**src/hdl/icache_pkg.sv**
```systemverilog
//////////////////////////////////////////////////////////////////////
// geometry and types of the direct-mapped instruction cache
// 32-bit byte addresses, four 32-bit words per line, fixed here
// index width is a module parameter, tag width follows from it
// byte offset bits 1:0 are ignored by the cache
//////////////////////////////////////////////////////////////////////

package icache_pkg;

    localparam int ADDR_W         = 32;                   // cpu byte address
    localparam int WORD_W         = 32;                   // one instruction
    localparam int WORDS_PER_LINE = 4;
    localparam int OFFSET_W       = 2;                    // word offset, addr[3:2]
    localparam int LINE_ADDR_LSB  = 4;                    // first bit above the line
    localparam int LINE_W         = WORDS_PER_LINE * WORD_W;
    localparam int LINE_ADDR_W    = ADDR_W - LINE_ADDR_LSB; // tag + index, 28 bits

    typedef logic [WORD_W-1:0] word_t;
    typedef logic [ADDR_W-1:0] addr_t;
    typedef logic [LINE_W-1:0] line_t;                    // word 0 in bits 31:0

    // cpu side request sequencing
    typedef enum logic [1:0] {
        CTRL_IDLE    = 2'd0,                              // waiting for cyc/stb
        CTRL_LOOKUP  = 2'd1,                              // array outputs valid, tag compare
        CTRL_REFILL  = 2'd2,                              // miss, refill engine busy
        CTRL_RESPOND = 2'd3                               // ack to cpu
    } ctrl_state_e;

    // memory side line fetch
    typedef enum logic [1:0] {
        RF_IDLE = 2'd0,
        RF_BEAT = 2'd1,                                   // cyc/stb up until ack
        RF_DONE = 2'd2                                    // line assembled, done pulse
    } refill_state_e;

endpackage

```
**src/hdl/wb_pkg.sv**
```systemverilog
//////////////////////////////////////////////////////////////////////
// wishbone classic signal bundles, 32-bit address and data
// read-only use: we is carried but always driven low
// no sel, err, rty or burst tags
//////////////////////////////////////////////////////////////////////

package wb_pkg;

    localparam int WB_ADR_W = 32;
    localparam int WB_DAT_W = 32;

    // master to slave, 35 bits
    typedef struct packed {
        logic                cyc;                         // bus cycle in progress
        logic                stb;                         // valid transfer
        logic                we;                          // write enable
        logic [WB_ADR_W-1:0] adr;                         // byte address
    } wb_req_t;

    // slave to master, 33 bits
    typedef struct packed {
        logic                ack;                         // one cycle per transfer
        logic [WB_DAT_W-1:0] dat;                         // read data
    } wb_rsp_t;

endpackage

```
**src/hdl/icache_refill.sv**
```systemverilog
//////////////////////////////////////////////////////////////////////
// wishbone classic read master fetching one cache line
// four single reads at line base + 0, 4, 8 and 12 with cyc held throughout
// no timeout as the memory may hold off ack for as long as it likes
//////////////////////////////////////////////////////////////////////
`timescale 1ns/1ps

module icache_refill (
    input  logic                               rst,      // clock
    input  logic                               rst_n,
    input  logic                               refill_start,
    input  logic [icache_pkg::LINE_ADDR_W-1:0] refill_line_addr,
    output logic                               refill_done,
    output icache_pkg::line_t                  refill_line,
    output wb_pkg::wb_req_t                    mem_req,
    input  wb_pkg::wb_rsp_t                    mem_rsp
);

    localparam int BYTE_W = icache_pkg::LINE_ADDR_LSB - icache_pkg::OFFSET_W;

    icache_pkg::refill_state_e          state;
    icache_pkg::refill_state_e          state_nxt;
    logic [icache_pkg::OFFSET_W-1:0]    beat;             // word slot in flight
    logic [icache_pkg::LINE_ADDR_W-1:0] base;             // line address of this refill
    logic                               beat_ack;

    assign beat_ack = (state == icache_pkg::RF_BEAT) && mem_rsp.ack;

    always_comb begin
        state_nxt = state;
        case (state)
            icache_pkg::RF_IDLE: begin
                if (refill_start) begin
                    state_nxt = icache_pkg::RF_BEAT;
                end
            end
            icache_pkg::RF_BEAT: begin
                if (beat_ack && beat == '1) begin
                    state_nxt = icache_pkg::RF_DONE;     // fourth word in
                end
            end
            icache_pkg::RF_DONE: state_nxt = icache_pkg::RF_IDLE;
            default:             state_nxt = icache_pkg::RF_IDLE;
        endcase
    end

    always_ff @(posedge rst or negedge rst_n) begin
        if (!rst_n) begin
            state <= icache_pkg::RF_IDLE;
            beat  <= '0;
        end else begin
            state <= state_nxt;
            if (beat_ack) begin
                beat <= beat + 1'b1;                      // wraps to 0 after last beat
            end
        end
    end

    always_ff @(posedge rst) begin
        if (state == icache_pkg::RF_IDLE && refill_start) begin
            base <= refill_line_addr;
        end
        if (beat_ack) begin
            refill_line[beat*icache_pkg::WORD_W +: icache_pkg::WORD_W] <= mem_rsp.dat;
        end
    end

    assign mem_req.cyc = (state == icache_pkg::RF_BEAT);
    assign mem_req.stb = (state == icache_pkg::RF_BEAT);  // next beat right after ack
    assign mem_req.we  = 1'b0;
    assign mem_req.adr = {base, beat, {BYTE_W{1'b0}}};

    assign refill_done = (state == icache_pkg::RF_DONE);

    // the memory acks only a beat in flight
    a_ack_in_beat: assert property (@(posedge rst) disable iff (!rst_n)
        mem_rsp.ack |-> mem_req.cyc && mem_req.stb);

    // address held until the memory acks the beat
    a_adr_held: assert property (@(posedge rst) disable iff (!rst_n)
        mem_req.stb && !mem_rsp.ack |=> mem_req.stb && $stable(mem_req.adr));

endmodule

```
**config.mk**
```make
export PLATFORM = sky130hd
export DESIGN_NAME = icache_refill
export DESIGN_NICKNAME = d
export VERILOG_FILES = /design/src/hdl/icache_pkg.sv /design/src/hdl/wb_pkg.sv /design/src/hdl/icache_refill.sv
export SDC_FILE = /design/constraint.sdc
export NUM_CORES = 1
export LEC_CHECK = 0
export BUFFER_PORTS_ARGS = -buffer_cell sky130_fd_sc_hd__buf_4
export CAP_MARGIN = 20
export CORE_MARGIN = 2
export CORE_UTILIZATION = 45
export DETAILED_ROUTE_END_ITERATION = 7
export HOLD_SLACK_MARGIN = 0.12
export PLACE_DENSITY = 0.74
export SKIP_CTS_REPAIR_TIMING = 1
export SLEW_MARGIN = 10
export SYNTH_ARGS = -nofsm -noshare
export SYNTH_HDL_FRONTEND = slang
export SYNTH_SLANG_ARGS = --single-unit
```
**constraint.sdc**
```tcl
create_clock -name rst -period 9.2 [get_ports rst]
set_input_delay 0.46 -clock rst [delete_from_list [all_inputs] [get_ports rst]]
set_output_delay 0.46 -clock rst [all_outputs]
set_load 0.01 [all_outputs]
```
==> flow_summary.json <==
{
  "outcome": "finished clean",
  "initial_core_util_pct": 45.5,
  "irDropWorstVdd_uv": 173,
  "antenna_found_initial": 0,
  "tns_ns": 0,
  "crit_slowest_cell": "and3b_1",
  "hold_path_class": "primary input to flip-flop",
  "yosys_warnings": 0,
  "wl_per_cell_um": 18.5,
  "finalHoldViolCount": 0,
  "worst_setup_path_end_kind": "flip-flop",
  "slew_headroom_pct": 30.1,
  "detail-route-antenna-nets": 0,
  "dp_hpwl_mm": 9.32,
  "path_class": "flip-flop to flip-flop",
  "fin_crit_sh_pct": 28.0,
  "fp.dieW_um": 119,
  "power_density_nw_per_um2": 281,
  "synth_cell_types": 26,
  "fp-row-count": 42,
  "swShare_pct": 27.6,
  "p_leak_nw": 3.51,
  "drc": 0,
  "seqPwrFrac_pct": 43.2,
  "grt_first_pass_wirelength_mm": 20.5,
  "pin_count": 228,
  "crit_required_ns": 9.48,
  "coreArea_um2": 13100,
  "dp_cells": 723,
  "ys_seq_area_share_pct": 80.0,
  "drtIter0Drc": 193,
  "p_int_w": 0.00172,
  "io_buffer_count": 224,
  "synthCells": 336,
  "grt_use_total_pct": 19.8,
  "p_switching_w": 0.000656,
  "cts_tree": "done",
  "synth_top_area_share_pct": 78.3,
  "critPathMaxStageDelay_ns": 0.91,
  "arrival_ns": 2.86,
  "cts_buffer_depth": 2,
  "gp_congestion": 0.763,
  "finalNetCount": 636,
  "numCtsBuffers": 17,
  "routed_via_density": 4.80,
  "finClkSkew_ns": 0.0100,
  "fp.dieH_um": 119,
  "synth_area_leaders": "edfxtp_1 78%, and2_1 12%, dfrtp_1 1.7%",
  "grt_pass1_vias": 3701,
  "drv_cap": 0,
  "path_cells": "inv_1, ha_1, and3b_1, and2_1",
  "n_antenna_cell": 0,
  "avgSynthCellArea_um2": 17.8,
  "rsz0062_at_grt": "false",
  "tightest_slew_ns": 1.05,
  "drive_gt1_share_pct": 45.2,
  "ys_ff_latch": 160,
  "final_cells": 756,
  "start_kind": "flip-flop",
  "setup_viol": 0,
  "grt_max_degree": 33,
  "yosys.area.top_type": "edfxtp_1",
  "insertion_delay_ns": 0.42,
  "p_comb_share_pct": 25.4,
  "clkTransAtPathRegs_ns": 0.06,
  "cts.sinks": 160,
  "grt_overflow": 0,
  "min_period_ns": 2.58,
  "dieArea_um2": 14200,
  "fmax_mhz": 388,
  "maxSlewViolCount": 0,
  "cts_root_buffer": "clkbuf_16",
  "power.share.clock_pct": 31.5,
  "cp_max_fo": 26,
  "vias": 3629,
  "ctsHtreeMaxLevel": 4,
  "totalWireLength_mm": 14.0,
  "area_growth_pct": 41.0,
  "drtPass1Iterations": 5,
  "syn_area_um2": 5980
}
-- layout by cell type, fill, tap and decap left out --
| cell | Yosys | final |
|---|---|---|
| and3_1 | 10 | 10 |
| dfrtp_1 | 4 | 4 |
| clkbuf_1 | 4 | 3 |
| nor4b_4 | 1 | 1 |
| nor3b_1 | 3 | 2 |
| nor2_1 | 3 | 3 |
| xnor2_1 | 1 | 1 |
| conb_1 | 1 | 3 |
| ha_1 | 5 | 5 |
| and2_2 | 0 | 4 |
| a311oi_1 | 1 | 1 |
| dlygate4sd3_1 | 0 | 1 |
| inv_1 | 2 | 2 |
| edfxtp_1 | 156 | 156 |
| nor4bb_1 | 1 | 1 |
| mux2_2 | 1 | 1 |
| buf_4 | 5 | 225 |
| clkinv_1 | 0 | 2 |
| nand2b_1 | 1 | 1 |
| and3b_1 | 2 | 2 |
| nor2b_1 | 3 | 3 |
| clkinv_2 | 0 | 2 |
| nor4b_1 | 1 | 1 |
| and2b_1 | 1 | 1 |
| and4bb_2 | 1 | 1 |
| clkbuf_16 | 0 | 17 |
| nor3b_4 | 1 | 1 |
| clkinvlp_4 | 0 | 3 |
| and2_1 | 119 | 115 |
| nor3b_2 | 0 | 1 |
| bufinv_16 | 0 | 5 |
| buf_6 | 5 | 1 |
| nand3b_1 | 1 | 1 |
-- state kept, by name, summed over array words and instances (netlist names) --
name and cells:
beat 2, refill_line 128, base 28, state 2
-- path summary, 6_finish.rpt --
path                                       from                   endpoint  slack [ns]  cells after the start
max                         beat[0]$_DFFE_PN0P_  refill_line[60]$_DFFE_PP_        6.62                      4
min                        refill_line_addr[16]         base[16]$_DFFE_PP_        0.22                      1
max reg2reg                 beat[0]$_DFFE_PN0P_  refill_line[60]$_DFFE_PP_        6.62                      4
min reg2reg                state[1]$_DFFE_PN0P_       state[0]$_DFFE_PN0P_        0.51                      1
max in group asynchronous                 rst_n        beat[0]$_DFFE_PN0P_        8.73                      2
min in group asynchronous                 rst_n       state[0]$_DFFE_PN0P_        0.37                      2
-- metal layers --
metal | vias to the layer above | routed length [um] | track usage, %
met5 | - | 0 | 0
met1 | 1764 | 5180 | 22.5
li1 | 1654 | - | -
met3 | 22 | 1560 | 9.20
met4 | 0 | 249 | 7.87
met2 | 189 | 6980 | 32.4
-- stage by stage --
stage | setup WS [ns] | util (%) | total power [W] | cell area (um^2) | hold slack, ns
2_1_floorplan | 6.20 | - | 0.00139 | 5990 | 0.164
4_1_cts | 6.56 | 64.1 | 0.00240 | 8420 | -0.197
3_5_place_dp | 6.61 | 59.4 | 0.00165 | 7800 | 0.259
3_3_place_gp | 6.67 | 59.3 | 0.00162 | 7790 | 0.259
5_1_grt | 6.39 | 64.2 | 0.00248 | 8430 | 0.187
6_report | 6.62 | 64.2 | 0.00237 | 8430 | 0.216
-- critical path, delay by kind of cell, from the launching register on --
family | cells | cell delay [ns]
adders and majority gates | 1 | 0.48
buffers and inverters | 1 | 0.19
and+or+nand+nor | 2 | 1.14
DFF | 1 | 0.62
-- area by class of cell --
cell class | instances | area (um^2)
fillers | 959 | 4700
repair buffers | 227 | 1710
multi-input cells | 159 | 1080
clock inverters | 12 | 190
inverters | 2 | 7.51
clock buffers | 20 | 437
flip-flops and latches | 160 | 4780
well taps | 176 | 220
-- power by group through the flow --
| stage | logic, W | registers [W] | clock network [W] |
|---|---|---|---|
| after detailed placement | 0.000609 | 0.00104 | 0 |
| after floorplan | 0.000315 | 0.00108 | 0 |
| after global placement | 0.000586 | 0.00103 | 0 |
| final | 0.000602 | 0.00102 | 0.000747 |
| after global routing | 0.000658 | 0.00103 | 0.000790 |
| after CTS | 0.000613 | 0.00103 | 0.000758 |
-- Yosys cell counts --
cell / n
edfxtp_1: 156
and2_1: 119
and3_1: 10
buf_4: 5
buf_6: 5
ha_1: 5
clkbuf_1: 4
dfrtp_1: 4
clkbuf_2: 3
nor2_1: 3
nor2b_1: 3
nor3b_1: 3
and3b_1: 2
inv_1: 2
a311oi_1: 1
and2b_1: 1
and4bb_2: 1
conb_1: 1
mux2_2: 1
nand2b_1: 1
nand3b_1: 1
nor3b_4: 1
nor4b_1: 1
nor4b_4: 1
nor4bb_1: 1
xnor2_1: 1
-- kinds of logic after synthesis --
group / share of synthesized area, %
fa+ha+maj: 1.05
flops: 80.0
other cells: 0.0627
simple gates: 16.2
buf+inv: 2.20
xor+xnor: 0.146
mux: 0.188
compound gates: 0.146
Note: power is estimated with default switching activity, not from simulation.
