File: config.mk
export PLATFORM = sky130hd
export DESIGN_NAME = icache_ctrl
export DESIGN_NICKNAME = d
export VERILOG_FILES = /design/src/hdl/icache_pkg.sv /design/src/hdl/wb_pkg.sv /design/src/hdl/icache_ctrl.sv
export SDC_FILE = /design/constraint.sdc
export NUM_CORES = 1
export LEC_CHECK = 0
export CORE_AREA = 2 2 210 212
export DETAILED_ROUTE_END_ITERATION = 10
export DIE_AREA = 0 0 212 214
export DONT_BUFFER_PORTS = 1
export HOLD_SLACK_MARGIN = 0.08
export PLACE_DENSITY = 0.31
export SLEW_MARGIN = 20
export SYNTH_ARGS = -nofsm -noshare
export SYNTH_HDL_FRONTEND = slang
export SYNTH_SLANG_ARGS = --single-unit
File: constraint.sdc
create_clock -name rst -period 2.6 [get_ports rst]
set_input_delay 0.26 -clock rst [delete_from_list [all_inputs] [get_ports rst]]
set_output_delay 0.26 -clock rst [all_outputs]
set_load 0.01 [all_outputs]
File: src/hdl/icache_pkg.sv
//////////////////////////////////////////////////////////////////////
// geometry and types of the direct-mapped instruction cache
// 32-bit byte addresses, four 32-bit words per line, fixed here
// index width is a module parameter, tag width follows from it
// byte offset bits 1:0 are ignored by the cache
//////////////////////////////////////////////////////////////////////

package icache_pkg;

    localparam int ADDR_W         = 32;                   // cpu byte address
    localparam int WORD_W         = 32;                   // one instruction
    localparam int WORDS_PER_LINE = 4;
    localparam int OFFSET_W       = 2;                    // word offset, addr[3:2]
    localparam int LINE_ADDR_LSB  = 4;                    // first bit above the line
    localparam int LINE_W         = WORDS_PER_LINE * WORD_W;
    localparam int LINE_ADDR_W    = ADDR_W - LINE_ADDR_LSB; // tag + index, 28 bits

    typedef logic [WORD_W-1:0] word_t;
    typedef logic [ADDR_W-1:0] addr_t;
    typedef logic [LINE_W-1:0] line_t;                    // word 0 in bits 31:0

    // cpu side request sequencing
    typedef enum logic [1:0] {
        CTRL_IDLE    = 2'd0,                              // waiting for cyc/stb
        CTRL_LOOKUP  = 2'd1,                              // array outputs valid, tag compare
        CTRL_REFILL  = 2'd2,                              // miss, refill engine busy
        CTRL_RESPOND = 2'd3                               // ack to cpu
    } ctrl_state_e;

    // memory side line fetch
    typedef enum logic [1:0] {
        RF_IDLE = 2'd0,
        RF_BEAT = 2'd1,                                   // cyc/stb up until ack
        RF_DONE = 2'd2                                    // line assembled, done pulse
    } refill_state_e;

endpackage

File: src/hdl/wb_pkg.sv
//////////////////////////////////////////////////////////////////////
// wishbone classic signal bundles, 32-bit address and data
// read-only use: we is carried but always driven low
// no sel, err, rty or burst tags
//////////////////////////////////////////////////////////////////////

package wb_pkg;

    localparam int WB_ADR_W = 32;
    localparam int WB_DAT_W = 32;

    // master to slave, 35 bits
    typedef struct packed {
        logic                cyc;                         // bus cycle in progress
        logic                stb;                         // valid transfer
        logic                we;                          // write enable
        logic [WB_ADR_W-1:0] adr;                         // byte address
    } wb_req_t;

    // slave to master, 33 bits
    typedef struct packed {
        logic                ack;                         // one cycle per transfer
        logic [WB_DAT_W-1:0] dat;                         // read data
    } wb_rsp_t;

endpackage

File: src/hdl/icache_ctrl.sv
//////////////////////////////////////////////////////////////////////
// cpu side wishbone classic read slave of the icache
// a hit acks two cycles after stb is sampled
// a miss acks one cycle after the refilled line is written
// one request at a time and the cpu cannot stall the ack
//////////////////////////////////////////////////////////////////////
`timescale 1ns/1ps

module icache_ctrl #(
    parameter int INDEX_W = 8
) (
    input  logic                                       rst,      // clock
    input  logic                                       rst_n,
    input  wb_pkg::wb_req_t                            cpu_req,
    output wb_pkg::wb_rsp_t                            cpu_rsp,
    output logic [INDEX_W-1:0]                         rd_index,
    input  logic                                       rd_valid,
    input  logic [icache_pkg::LINE_ADDR_W-INDEX_W-1:0] rd_tag,
    input  icache_pkg::line_t                          rd_line,
    output logic                                       wr_en,
    output logic [INDEX_W-1:0]                         wr_index,
    output logic [icache_pkg::LINE_ADDR_W-INDEX_W-1:0] wr_tag,
    output icache_pkg::line_t                          wr_line,
    output logic                                       refill_start,
    output logic [icache_pkg::LINE_ADDR_W-1:0]         refill_line_addr,
    input  logic                                       refill_done,
    input  icache_pkg::line_t                          refill_line
);

    localparam int TAG_W   = icache_pkg::LINE_ADDR_W - INDEX_W;
    localparam int IDX_LSB = icache_pkg::LINE_ADDR_LSB;
    localparam int OFF_LSB = icache_pkg::LINE_ADDR_LSB - icache_pkg::OFFSET_W;

    icache_pkg::ctrl_state_e           state;
    icache_pkg::ctrl_state_e           state_nxt;
    icache_pkg::addr_t                 req_addr;          // latched on accept
    icache_pkg::word_t                 rsp_dat;           // word for the ack cycle
    logic [TAG_W-1:0]                  req_tag;
    logic [INDEX_W-1:0]                req_index;
    logic [icache_pkg::OFFSET_W-1:0]   req_off;
    logic                              cpu_valid;
    logic                              hit;

    // pick one word out of a line
    function automatic icache_pkg::word_t word_sel(
        input icache_pkg::line_t               line,
        input logic [icache_pkg::OFFSET_W-1:0] off
    );
        return line[off*icache_pkg::WORD_W +: icache_pkg::WORD_W];
    endfunction

    assign cpu_valid = cpu_req.cyc & cpu_req.stb;

    assign req_tag   = req_addr[icache_pkg::ADDR_W-1 -: TAG_W];
    assign req_index = req_addr[IDX_LSB +: INDEX_W];
    assign req_off   = req_addr[OFF_LSB +: icache_pkg::OFFSET_W];

    // index straight off the bus in IDLE so the arrays answer in LOOKUP
    assign rd_index = (state == icache_pkg::CTRL_IDLE) ?
                      cpu_req.adr[IDX_LSB +: INDEX_W] : req_index;

    assign hit = rd_valid && (rd_tag == req_tag);        // hit_read

    always_comb begin
        state_nxt = state;
        case (state)
            icache_pkg::CTRL_IDLE: begin
                if (cpu_valid) begin
                    state_nxt = icache_pkg::CTRL_LOOKUP;
                end
            end
            icache_pkg::CTRL_LOOKUP: begin
                state_nxt = hit ? icache_pkg::CTRL_RESPOND : icache_pkg::CTRL_REFILL;
            end
            icache_pkg::CTRL_REFILL: begin
                if (refill_done) begin
                    state_nxt = icache_pkg::CTRL_RESPOND;
                end
            end
            icache_pkg::CTRL_RESPOND: begin
                state_nxt = icache_pkg::CTRL_IDLE;       // single ack cycle
            end
            default: state_nxt = icache_pkg::CTRL_IDLE;
        endcase
    end

    always_ff @(posedge rst or negedge rst_n) begin
        if (!rst_n) begin
            state <= icache_pkg::CTRL_IDLE;
        end else begin
            state <= state_nxt;
        end
    end

    always_ff @(posedge rst) begin
        if (state == icache_pkg::CTRL_IDLE && cpu_valid) begin
            req_addr <= cpu_req.adr;
        end
        if (state == icache_pkg::CTRL_LOOKUP && hit) begin
            rsp_dat <= word_sel(rd_line, req_off);
        end else if (state == icache_pkg::CTRL_REFILL && refill_done) begin
            rsp_dat <= word_sel(refill_line, req_off);   // forward from new line
        end
    end

    // one-cycle refill request in LOOKUP on a miss
    assign refill_start     = (state == icache_pkg::CTRL_LOOKUP) && !hit;
    assign refill_line_addr = req_addr[icache_pkg::ADDR_W-1:IDX_LSB];

    // line write in the refill_done cycle
    assign wr_en    = (state == icache_pkg::CTRL_REFILL) && refill_done;
    assign wr_index = req_index;
    assign wr_tag   = req_tag;
    assign wr_line  = refill_line;

    assign cpu_rsp.ack = (state == icache_pkg::CTRL_RESPOND);
    assign cpu_rsp.dat = rsp_dat;

    // cpu keeps its read request up until the ack
    a_ack_in_req: assert property (@(posedge rst) disable iff (!rst_n)
        cpu_rsp.ack |-> cpu_valid && !cpu_req.we);

    // refill engine idle when a new line is requested
    a_start_refill_idle: assert property (@(posedge rst) disable iff (!rst_n)
        refill_start |-> !refill_done);

endmodule

==> results.json, run 1 <==
{
  "crit_arrival_ps": 2640,
  "insertion_delay_ps": 380,
  "r2r_start": "state[1]$_DFFE_PN0P_",
  "postSynthRegisterBits": 64,
  "syn2layout_area_growth_pct": 10.11,
  "syn_avg_cell_area_um2": 9.445,
  "clock_path_buffers": 2,
  "grt_usage_pct": 11.15,
  "io_buffers": 0,
  "overflow": 0,
  "die-area_um2": 45370,
  "finalHoldViolCount": 0,
  "gp_congestion": 0.7233,
  "powerDensity_nw_per_um2": 545.6,
  "finalSetupViolCount": 0,
  "first_pass_iters": 4,
  "drv_slew": 0,
  "clock_skew_ps": 15.02,
  "status": "completed",
  "cp_slowest_cell": "dfrtp_1",
  "clkTransAtPathRegs_ps": 60,
  "post-place-ws_ps": 28.29,
  "placedCellCount": 1062,
  "seqCellArea_um2": 1912,
  "synth_nets": 973,
  "cts_root_buf": "clkbuf_16",
  "swShare_pct": 34.92,
  "timing.max_cap.violations": 0,
  "start_util_pct": 14.40,
  "pwr-share-seq_pct": 40.1,
  "hp-class": "in2async",
  "cts_tree": "done",
  "r2r-end": "rsp_dat[13]$_DFFE_PP_",
  "multi_input_area_um2": 2690,
  "drive_gt1_share_pct": 21.80,
  "cp-end-kind": "flop",
  "core_region_area_um2": 42890,
  "fmax_mhz": 397.9,
  "cpPeakStageDelay_ps": 410,
  "crit_buf_inv": 4,
  "drt_iter0_drc": 177,
  "h-tree-depth": 3,
  "via_per_inst": 4.144,
  "fin_ws_ps": 86.64,
  "vias": 4674,
  "relSlewSlack_pct": 64.21,
  "cts_sinks": 64,
  "crit_family": "buffers and inverters",
  "dieWidth_um": 212,
  "fin_nets": 847,
  "rrSetupSlack_ps": 90,
  "rsz0062_at_grt": "yes",
  "utilization_pct": 15.86,
  "p_switching_w": 0.001296,
  "drc": 0,
  "wire_per_inst_um": 24.23,
  "setup_tns_ps": 0,
  "path_cells": "inv_1 -> ha_2 -> nand4_1 -> nor4_4 -> buf_6 -> buf_16 -> a21boi_0 -> a211oi_1 -> nor4_2 -> buf_4",
  "hpwl_um": 20650,
  "cts_made_buffers": 9,
  "p_leak_nw": 1.949,
  "start_kind": "flop",
  "netlist_area_um2": 6177,
  "clkPwrFrac_pct": 33.5,
  "finalNonFillerCells": 1128,
  "min_period_ps": 2513,
  "finalInstanceArea_um2": 6802,
  "num_io_pins": 542,
  "crit_type": "reg2reg",
  "max_slew.worst_pin.slew_ps": 536.8,
  "peakVddDrop_mv": 0.2146,
  "die_h_um": 214,
  "antenna_found_initial": 12,
  "synthCells": 654,
  "n_fill_cell": 4794,
  "cp.required_ps": 2730,
  "synth_seq_area_share_pct": 30.95,
  "ys_types": 28,
  "grt_pass1_wl_um": 35150,
  "grt_max_degree": 74,
  "min_period_over_period_pct": 96.67,
  "r2r_cells": 10,
  "std_cell_rows": 76,
  "antenna_left": 0,
  "p_int_w": 0.002415,
  "crit_fanout": 27,
  "p_comb_share_pct": 26.4,
  "grt_pass1_vias": 4861,
  "place_area_um2": 5912,
  "routed_wl_um": 27330,
  "yosys_warnings": 0
}
-- layout by cell type (no fill, tap or decap), types with 8 or more instances in the layout --
cell and count:
diode_2 11, buf_4 50, xnor2_1 18, dlygate4sd3_1 31, mux2_2 8, buf_12 12, nor4_1 28, a211oi_1 124
edfxtp_1 62, clkbuf_16 13, a21boi_0 127
-- cell families (layout without fill, tap and decap cells) --
group	Yosys count	count (layout)	share of synthesized area, %
adder cells (fa/ha/maj)	4	4	0.8102
multiplexers	8	8	1.458
buffers and inverters	244	122	27.10
XOR/XNOR	20	20	2.836
AND/OR/NAND/NOR	54	54	5.307
flip-flops	64	64	30.95
other	0	11	0
AO/OA/AOI/OAI	260	260	31.54
-- sequential cells by signal, summed over array words and instances, names as in the netlist --
| register | cells |
|---|---|
| rsp_dat | 32 |
| req_addr | 30 |
| state | 2 |
-- synthesized netlist by cell type --
master    count  area [µm²]
nor2b_1       1       6.260
a211oi_1    128       960.9
nor3_2        1       10.01
dfrtp_1       2       50.05
ha_1          4       50.05
xnor2_1      20       175.2
o21ai_0       1       5.000
nor4_1       33       206.5
edfxtp_1     62        1862
buf_4       187        1404
nand4_1       4       25.02
buf_2        15       75.07
and2_1        1       6.260
a21boi_1      1       7.510
and4_1        1       8.760
a31oi_1       1       6.260
a21boi_0    127       953.4
a21oi_1       1       5.000
nand2b_1      2       12.51
inv_1         3       11.26
o32a_1        1       10.01
nor3_1        1       5.000
nand2_1       6       22.52
or2_2         2       12.51
mux2_2        8       90.09
clkbuf_1     34       127.6
and3_1        2       12.51
buf_6         5       56.30
-- layer usage --
layer	global-route usage, %	up-vias	wire length (µm)
met1	12.62	2257	10930
met3	2.742	53	1851
li1	-	2052	-
met5	0	-	13
met4	7.066	2	1015
met2	18.66	310	13510
-- stage by stage --
step / hold WS, ps / power (W)
3_3_place_gp: -35.45 / 0.002456
2_1_floorplan: -35.59 / 0.002354
3_5_place_dp: -35.47 / 0.002450
5_1_grt: 115.0 / 0.003933
4_1_cts: 95.09 / 0.003820
6_report: 131.5 / 0.003711
-- power by group through the flow --
stage	registers [W]	logic, W	clock network, W
floorplan	0.00146	0.000891	0
global placement	0.00151	0.000942	0
detailed placement	0.00151	0.000940	0
CTS	0.00149	0.000981	0.00135
global route	0.00150	0.00107	0.00136
finish	0.00149	0.000980	0.00124
-- worst register-to-register path, delay by kind of cell (launching register included) --
family	cells	cell delay (ps)
AO/OA/AOI/OAI	2	440
adder cells (fa/ha/maj)	1	210
buffers and inverters	4	640
flip-flops	1	410
AND/OR/NAND/NOR	3	610
-- area by class of cell --
cell class / count / share of cell area [%]
clock inverter: 6 / 0.6806
tap: 585 / 10.76
inverter: 3 / 0.1656
multi-input combinational: 346 / 39.55
antenna: 11 / 0.4047
clock buffer: 9 / 3.311
sequential: 64 / 28.11
timing repair buffer: 104 / 17.02
-- timing repair --
item	4_1_cts	5_1_grt
gates resized for setup	0	21
endpoints found under the setup margin	0	61
endpoints found under the hold margin	32	0
hold buffers	31	0
setup buffers	0	6
-- worst max path at each step --
stage | slack [ps] | end | startpoint | depth (start not counted)
2_1_floorplan | 220 | rsp_dat[0]$_DFFE_PP_ | req_addr[30]$_DFFE_PP_ | 8
3_3_place_gp | 60 | rsp_dat[13]$_DFFE_PP_ | req_addr[31]$_DFFE_PP_ | 9
3_5_place_dp | 30 | rsp_dat[4]$_DFFE_PP_ | req_addr[31]$_DFFE_PP_ | 9
4_1_cts | 10 | rsp_dat[0]$_DFFE_PP_ | req_addr[31]$_DFFE_PP_ | 8
5_1_grt | -60 | rsp_dat[13]$_DFFE_PP_ | state[1]$_DFFE_PN0P_ | 10
6_report | 90 | rsp_dat[13]$_DFFE_PP_ | state[1]$_DFFE_PN0P_ | 10
No activity file was read; power rests on OpenSTA's default activity.
==> inputs of run 2 (changes only) <==
--- a/config.mk
+++ b/config.mk
@@ -10,6 +10,7 @@
 export DIE_AREA = 0 0 212 214
 export DONT_BUFFER_PORTS = 1
 export HOLD_SLACK_MARGIN = 0.08
+export MAX_ROUTING_LAYER = met4
 export PLACE_DENSITY = 0.31
 export SLEW_MARGIN = 20
 export SYNTH_ARGS = -nofsm -noshare
==> run 2 against run 1 <==
Final cell count rose by 0.35%. Sequential power barely moved. First-iteration DRC count is 21% higher. Fmax is 0.42% higher. Largest cell class unchanged. Largest power group unchanged.
==> results.json, run 2 (same netlist as run 1, synthesis figures left out) <==
{
  "clkTransAtPathRegs_ps": 70,
  "fin_nets": 849,
  "cts_tree": "done",
  "r2r-end": "rsp_dat[31]$_DFFE_PP_",
  "grt_usage_pct": 11.47,
  "drt_iter0_drc": 215,
  "antenna_left": 0,
  "timing.max_cap.violations": 0,
  "p_leak_nw": 1.972,
  "drv_slew": 0,
  "rrSetupSlack_ps": 100,
  "die-area_um2": 45370,
  "start_util_pct": 14.40,
  "p_switching_w": 0.001307,
  "num_io_pins": 542,
  "syn2layout_area_growth_pct": 10.80,
  "insertion_delay_ps": 370,
  "layout_commonest_cell": "a21boi_0",
  "die_h_um": 214,
  "rsz0062_at_grt": "yes",
  "min_period_ps": 2503,
  "std_cell_rows": 76,
  "max_slew.worst_pin.slew_ps": 565.4,
  "routed_wl_um": 27390,
  "fmax_mhz": 399.6,
  "largest_reg_flops": 32,
  "cp.required_ps": 2710,
  "regMostFlops": "rsp_dat",
  "finalSetupViolCount": 0,
  "setup_tns_ps": 0,
  "final_cell_mix": "a21boi_0 (127), a211oi_1 (124), edfxtp_1 (62), buf_4 (51), dlygate4sd3_1 (31)",
  "overflow": 0,
  "drc": 0,
  "antenna_found_initial": 12,
  "via_per_inst": 4.149,
  "crit_fanout": 6,
  "top_regs": "rsp_dat x32, req_addr x30, state x2",
  "cp-end-kind": "flop",
  "start_kind": "flop",
  "min_period_over_period_pct": 96.26,
  "cts_sinks": 64,
  "pwr-share-seq_pct": 40.0,
  "grt_pass1_wl_um": 35090,
  "cts_made_buffers": 9,
  "utilization_pct": 15.96,
  "r2r_start": "req_addr[20]$_DFFE_PP_",
  "p_int_w": 0.002423,
  "core_region_area_um2": 42890,
  "grt_max_degree": 74,
  "dieWidth_um": 212,
  "io_buffers": 0,
  "crit_arrival_ps": 2620,
  "first_pass_iters": 4,
  "vias": 4697,
  "hp-class": "in2async",
  "swShare_pct": 35.04,
  "grt_pass1_vias": 4858,
  "peakVddDrop_mv": 0.2144,
  "clkPwrFrac_pct": 33.3,
  "finalHoldViolCount": 0,
  "relSlewSlack_pct": 62.31,
  "gp_congestion": 0.7319,
  "cts_root_buf": "clkbuf_16",
  "crit_type": "reg2reg",
  "wire_per_inst_um": 24.19,
  "r2r_cells": 9,
  "hpwl_um": 20650,
  "drive_gt1_share_pct": 22.66,
  "powerDensity_nw_per_um2": 545.1,
  "h-tree-depth": 3,
  "status": "completed",
  "clock_path_buffers": 2,
  "p_comb_share_pct": 26.6,
  "clock_skew_ps": 14.39
}
==> run 2: cell count changes in the layout (fill, tap and decap cells not counted) <==
cell	delta
inv_1	-1
xnor2_1	-2
ha_4	+1
inv_2	+1
buf_2	+1
ha_2	-1
diode_2	+2
xnor2_2	+2
buf_4	+1
==> run 2: area by class of cell <==
cell class	instances	area (µm²)
inverter	3	11.26
timing repair buffer	106	1170
tap	585	732.0
multi-input combinational	346	2715
fill	4790	36040
clock buffer	9	225.2
clock inverter	6	46.29
sequential	64	1912
antenna	13	32.53
==> run 2: layer usage <==
layer | track usage [%] | share of wire [%]
met3 | 2.610 | 6.8
met2 | 18.72 | 49
met5 | - | 0
met1 | 12.56 | 40
met4 | 7.230 | 4.0
==> run 2: timing repair <==
action,CTS,global route
resized for setup,0,25
hold buffers,31,0
endpoints found under the hold margin,32,0
endpoints found under the setup margin,0,61
setup buffers,0,7
==> run 2: power by group through the flow <==
stage,combinational (W),clock (W),sequential (W)
floorplan,0.000891,0,0.00146
global placement,0.000942,0,0.00151
detailed placement,0.000940,0,0.00151
CTS,0.000981,0.00135,0.00149
global route,0.00108,0.00136,0.00151
finish,0.000994,0.00124,0.00149
==> run 2: how the worst max path moves through the flow <==
| stage | startpoint | to | depth (start not counted) |
|---|---|---|---|
| after global placement | req_addr[31]$_DFFE_PP_ | rsp_dat[13]$_DFFE_PP_ | 9 |
| final | req_addr[20]$_DFFE_PP_ | rsp_dat[31]$_DFFE_PP_ | 9 |
| after detailed placement | req_addr[31]$_DFFE_PP_ | rsp_dat[4]$_DFFE_PP_ | 9 |
| after floorplan | req_addr[30]$_DFFE_PP_ | rsp_dat[0]$_DFFE_PP_ | 8 |
| after CTS | req_addr[31]$_DFFE_PP_ | rsp_dat[0]$_DFFE_PP_ | 8 |
| after global routing | req_addr[31]$_DFFE_PP_ | rsp_dat[13]$_DFFE_PP_ | 9 |
==> run 2: worst max-delay path: stages (launching register included) <==
cell and delay (ps):
edfxtp_1 420, xnor2_2 210, nand4_1 180, nor4_4 400, buf_6 200, buf_12 110
buf_4 130, a21boi_1 70, a211oi_1 430, nor4_1 100
==> run 2: per-stage QoR <==
step | worst slack (ps) | cell area [µm²] | hold slack, ps | std cells | power, W
after global routing | -58.89 | 6839 | 115.0 | 1130 | 0.003948
after global placement | 55.47 | 5912 | -35.45 | 1062 | 0.002456
after CTS | 12.94 | 6494 | 95.09 | 1108 | 0.003820
final | 97.22 | 6844 | 132.2 | 1132 | 0.003730
after detailed placement | 28.29 | 5912 | -35.47 | 1062 | 0.002450
after floorplan | 224.4 | 6177 | -35.59 | 654 | 0.002354
==> inputs of run 3 (changes only) <==
--- a/config.mk
+++ b/config.mk
@@ -11,7 +11,7 @@
 export DONT_BUFFER_PORTS = 1
 export HOLD_SLACK_MARGIN = 0.08
 export MAX_ROUTING_LAYER = met4
-export PLACE_DENSITY = 0.31
+export PLACE_DENSITY = 0.32
 export SLEW_MARGIN = 20
 export SYNTH_ARGS = -nofsm -noshare
 export SYNTH_HDL_FRONTEND = slang
==> constraint.sdc (replaced) <==
create_clock -name rst -period 2.07 [get_ports rst]
set_input_delay 0.207 -clock rst [delete_from_list [all_inputs] [get_ports rst]]
set_output_delay 0.207 -clock rst [all_outputs]
set_load 0.01 [all_outputs]
==> run 3 against run 2 <==
The flow now finishes with violations (negative setup slack). Global-route usage is 1.3 points higher. Clock skew is 4.1 ps higher. Register-to-register slack worse by 440 ps. Sequential power is 25% higher.
==> results.json, run 3 (same netlist as run 1, synthesis figures left out) <==
{
  "die_h_um": 214,
  "cp_slowest_cell": "edfxtp_1",
  "r2r_cells": 9,
  "crit_fanout": 8,
  "final_cell_mix": "a21boi_0 (114), a211oi_1 (71), buf_4 (68), edfxtp_1 (62), a211oi_2 (51)",
  "min_period_ps": 2408,
  "pwr-share-seq_pct": 37.6,
  "regMostFlops": "rsp_dat",
  "hp-class": "in2reg",
  "cts_tree": "done",
  "grt_pass1_wl_um": 38770,
  "r2r-end": "rsp_dat[20]$_DFFE_PP_",
  "min_delay_path_depth": 2,
  "hpwl_um": 21240,
  "finalSetupViolCount": 66,
  "fmax_mhz": 415.3,
  "start_kind": "flop",
  "cp.required_ps": 2260,
  "syn2layout_area_growth_pct": 31.98,
  "p_leak_nw": 2.490,
  "finalNonFillerCells": 1199,
  "max_slew.worst_pin.slew_ps": 483.4,
  "finalInstanceArea_um2": 8153,
  "clock_skew_ps": 18.52,
  "num_io_pins": 542,
  "violations": "negative setup slack",
  "std_cell_rows": 76,
  "drv_slew": 0,
  "first_pass_iters": 4,
  "min_period_over_period_pct": 116.3,
  "drc": 0,
  "crit_arrival_ps": 2600,
  "clkTransAtPathRegs_ps": 70,
  "largest_reg_flops": 32,
  "start_util_pct": 14.40,
  "antenna_found_initial": 19,
  "core_region_area_um2": 42890,
  "path_cells": "xnor2_1 -> nand4_1 -> nor3_4 -> and4_4 -> buf_12 -> clkbuf_16 -> buf_6 -> a211oi_2 -> nor4_1",
  "timing.max_cap.violations": 0,
  "seqCellArea_um2": 1912,
  "n_fill_cell": 4724,
  "cp-end-kind": "flop",
  "p_switching_w": 0.001770,
  "crit_type": "reg2reg",
  "p_int_w": 0.003185,
  "r2r_start": "req_addr[19]$_DFFE_PP_",
  "finalHoldViolCount": 0,
  "top_regs": "rsp_dat x32, req_addr x30, state x2",
  "h-tree-depth": 3,
  "min_from": "rd_line[60]",
  "layout_commonest_cell": "a21boi_0",
  "rrSetupSlack_ps": -340,
  "routed_wl_um": 32310,
  "grt_max_degree": 46,
  "clock_path_buffers": 2,
  "cts_made_buffers": 9,
  "status": "complete, but fails checks",
  "die-area_um2": 45370,
  "grt_pass1_vias": 5108,
  "dieWidth_um": 212,
  "rsz0062_at_grt": "yes",
  "powerDensity_nw_per_um2": 607.7,
  "fin_nets": 912,
  "multi_input_area_um2": 3147,
  "cts_root_buf": "clkbuf_16",
  "via_per_inst": 4.244,
  "place_area_um2": 6096,
  "cpPeakStageDelay_ps": 420,
  "peakVddDrop_mv": 0.3496,
  "fin_ws_ps": -338.1,
  "wire_per_inst_um": 26.95,
  "p_comb_share_pct": 29.4,
  "antenna_left": 0,
  "holdPathEnd": "rsp_dat[28]$_DFFE_PP_",
  "drive_gt1_share_pct": 42.47,
  "swShare_pct": 35.73,
  "grt_usage_pct": 12.76,
  "clkPwrFrac_pct": 33.0,
  "drt_iter0_drc": 248,
  "relSlewSlack_pct": 67.48,
  "placedCellCount": 1087,
  "insertion_delay_ps": 380,
  "cts_sinks": 64,
  "overflow": 0,
  "vias": 5089,
  "gp_congestion": 0.7728,
  "io_buffers": 0
}
## run 3: worst max-delay path: cells and delay by family (launching register included)
kind,cells,cell delay [ps]
buffers and inverters,3,440
and+or+nand+nor,4,1110
xor gates and xnor gates,1,190
DFF,1,420
AOI/OAI and AO/OA,1,50
## run 3: timing repair
action / 4_1_cts / 5_1_grt
hold endpoints to repair: 32 / 0
setup endpoints to repair: 72 / 73
setup buffers: 13 / 24
gates cloned: 5 / 12
gates resized for setup: 43 / 113
pin swaps: 18 / 61
hold buffers: 32 / 0
## run 3: worst max-delay path by stage
stage                                start                    end  slack (ps)  depth (start not counted)
finish              req_addr[19]$_DFFE_PP_  rsp_dat[20]$_DFFE_PP_        -340                          9
CTS                 req_addr[22]$_DFFE_PP_  rsp_dat[26]$_DFFE_PP_        -370                          9
global placement    req_addr[23]$_DFFE_PP_  rsp_dat[16]$_DFFE_PP_        -410                          8
detailed placement  req_addr[19]$_DFFE_PP_  rsp_dat[31]$_DFFE_PP_        -390                          8
floorplan           req_addr[23]$_DFFE_PP_   rsp_dat[0]$_DFFE_PP_         -50                          8
global route        req_addr[20]$_DFFE_PP_   rsp_dat[7]$_DFFE_PP_        -450                         10
## run 3: metrics by stage
stage / setup slack, ps / hold WS (ps) / TNS [ps] / util [%] / power (W)
floorplan: -48.85 / -88.59 / -1567 / - / 0.002960
global placement: -406.9 / -88.44 / -17190 / 14.21 / 0.003160
detailed placement: -386.7 / -88.44 / -16540 / 14.21 / 0.003158
CTS: -368.2 / 111.3 / -20300 / 16.63 / 0.004975
global route: -445.2 / 149.2 / -24950 / 19.00 / 0.005207
finish: -338.1 / 142.5 / -17770 / 19.01 / 0.004955
## run 3: power by group through the flow
stage	Clock (W)	Combinational, W	Sequential [W]
final	0.00164	0.00146	0.00186
after global routing	0.00175	0.00157	0.00188
after CTS	0.00175	0.00136	0.00187
after detailed placement	0	0.00127	0.00189
after global placement	0	0.00126	0.00190
after floorplan	0	0.00113	0.00183
## run 3: per-layer routing
layer | global-route usage (%) | vias to the layer above | part of all wire [%]
li1 | - | 2178 | -
met4 | 7.207 | 0 | 4.0
met2 | 20.69 | 298 | 49
met3 | 4.090 | 71 | 7.6
met1 | 13.69 | 2542 | 39
met5 | - | - | 0
## run 3: cell type report
| cell class | count | share of cell area, % |
|---|---|---|
| Multi-Input combinational cell | 346 | 38.60 |
| Clock buffer | 9 | 2.762 |
| Timing Repair Buffer | 169 | 24.92 |
| Tap cell | 585 | 8.978 |
| Sequential cell | 64 | 23.45 |
| Clock inverter | 7 | 0.6599 |
| Antenna cell | 16 | 0.4911 |
| Inverter | 3 | 0.1381 |
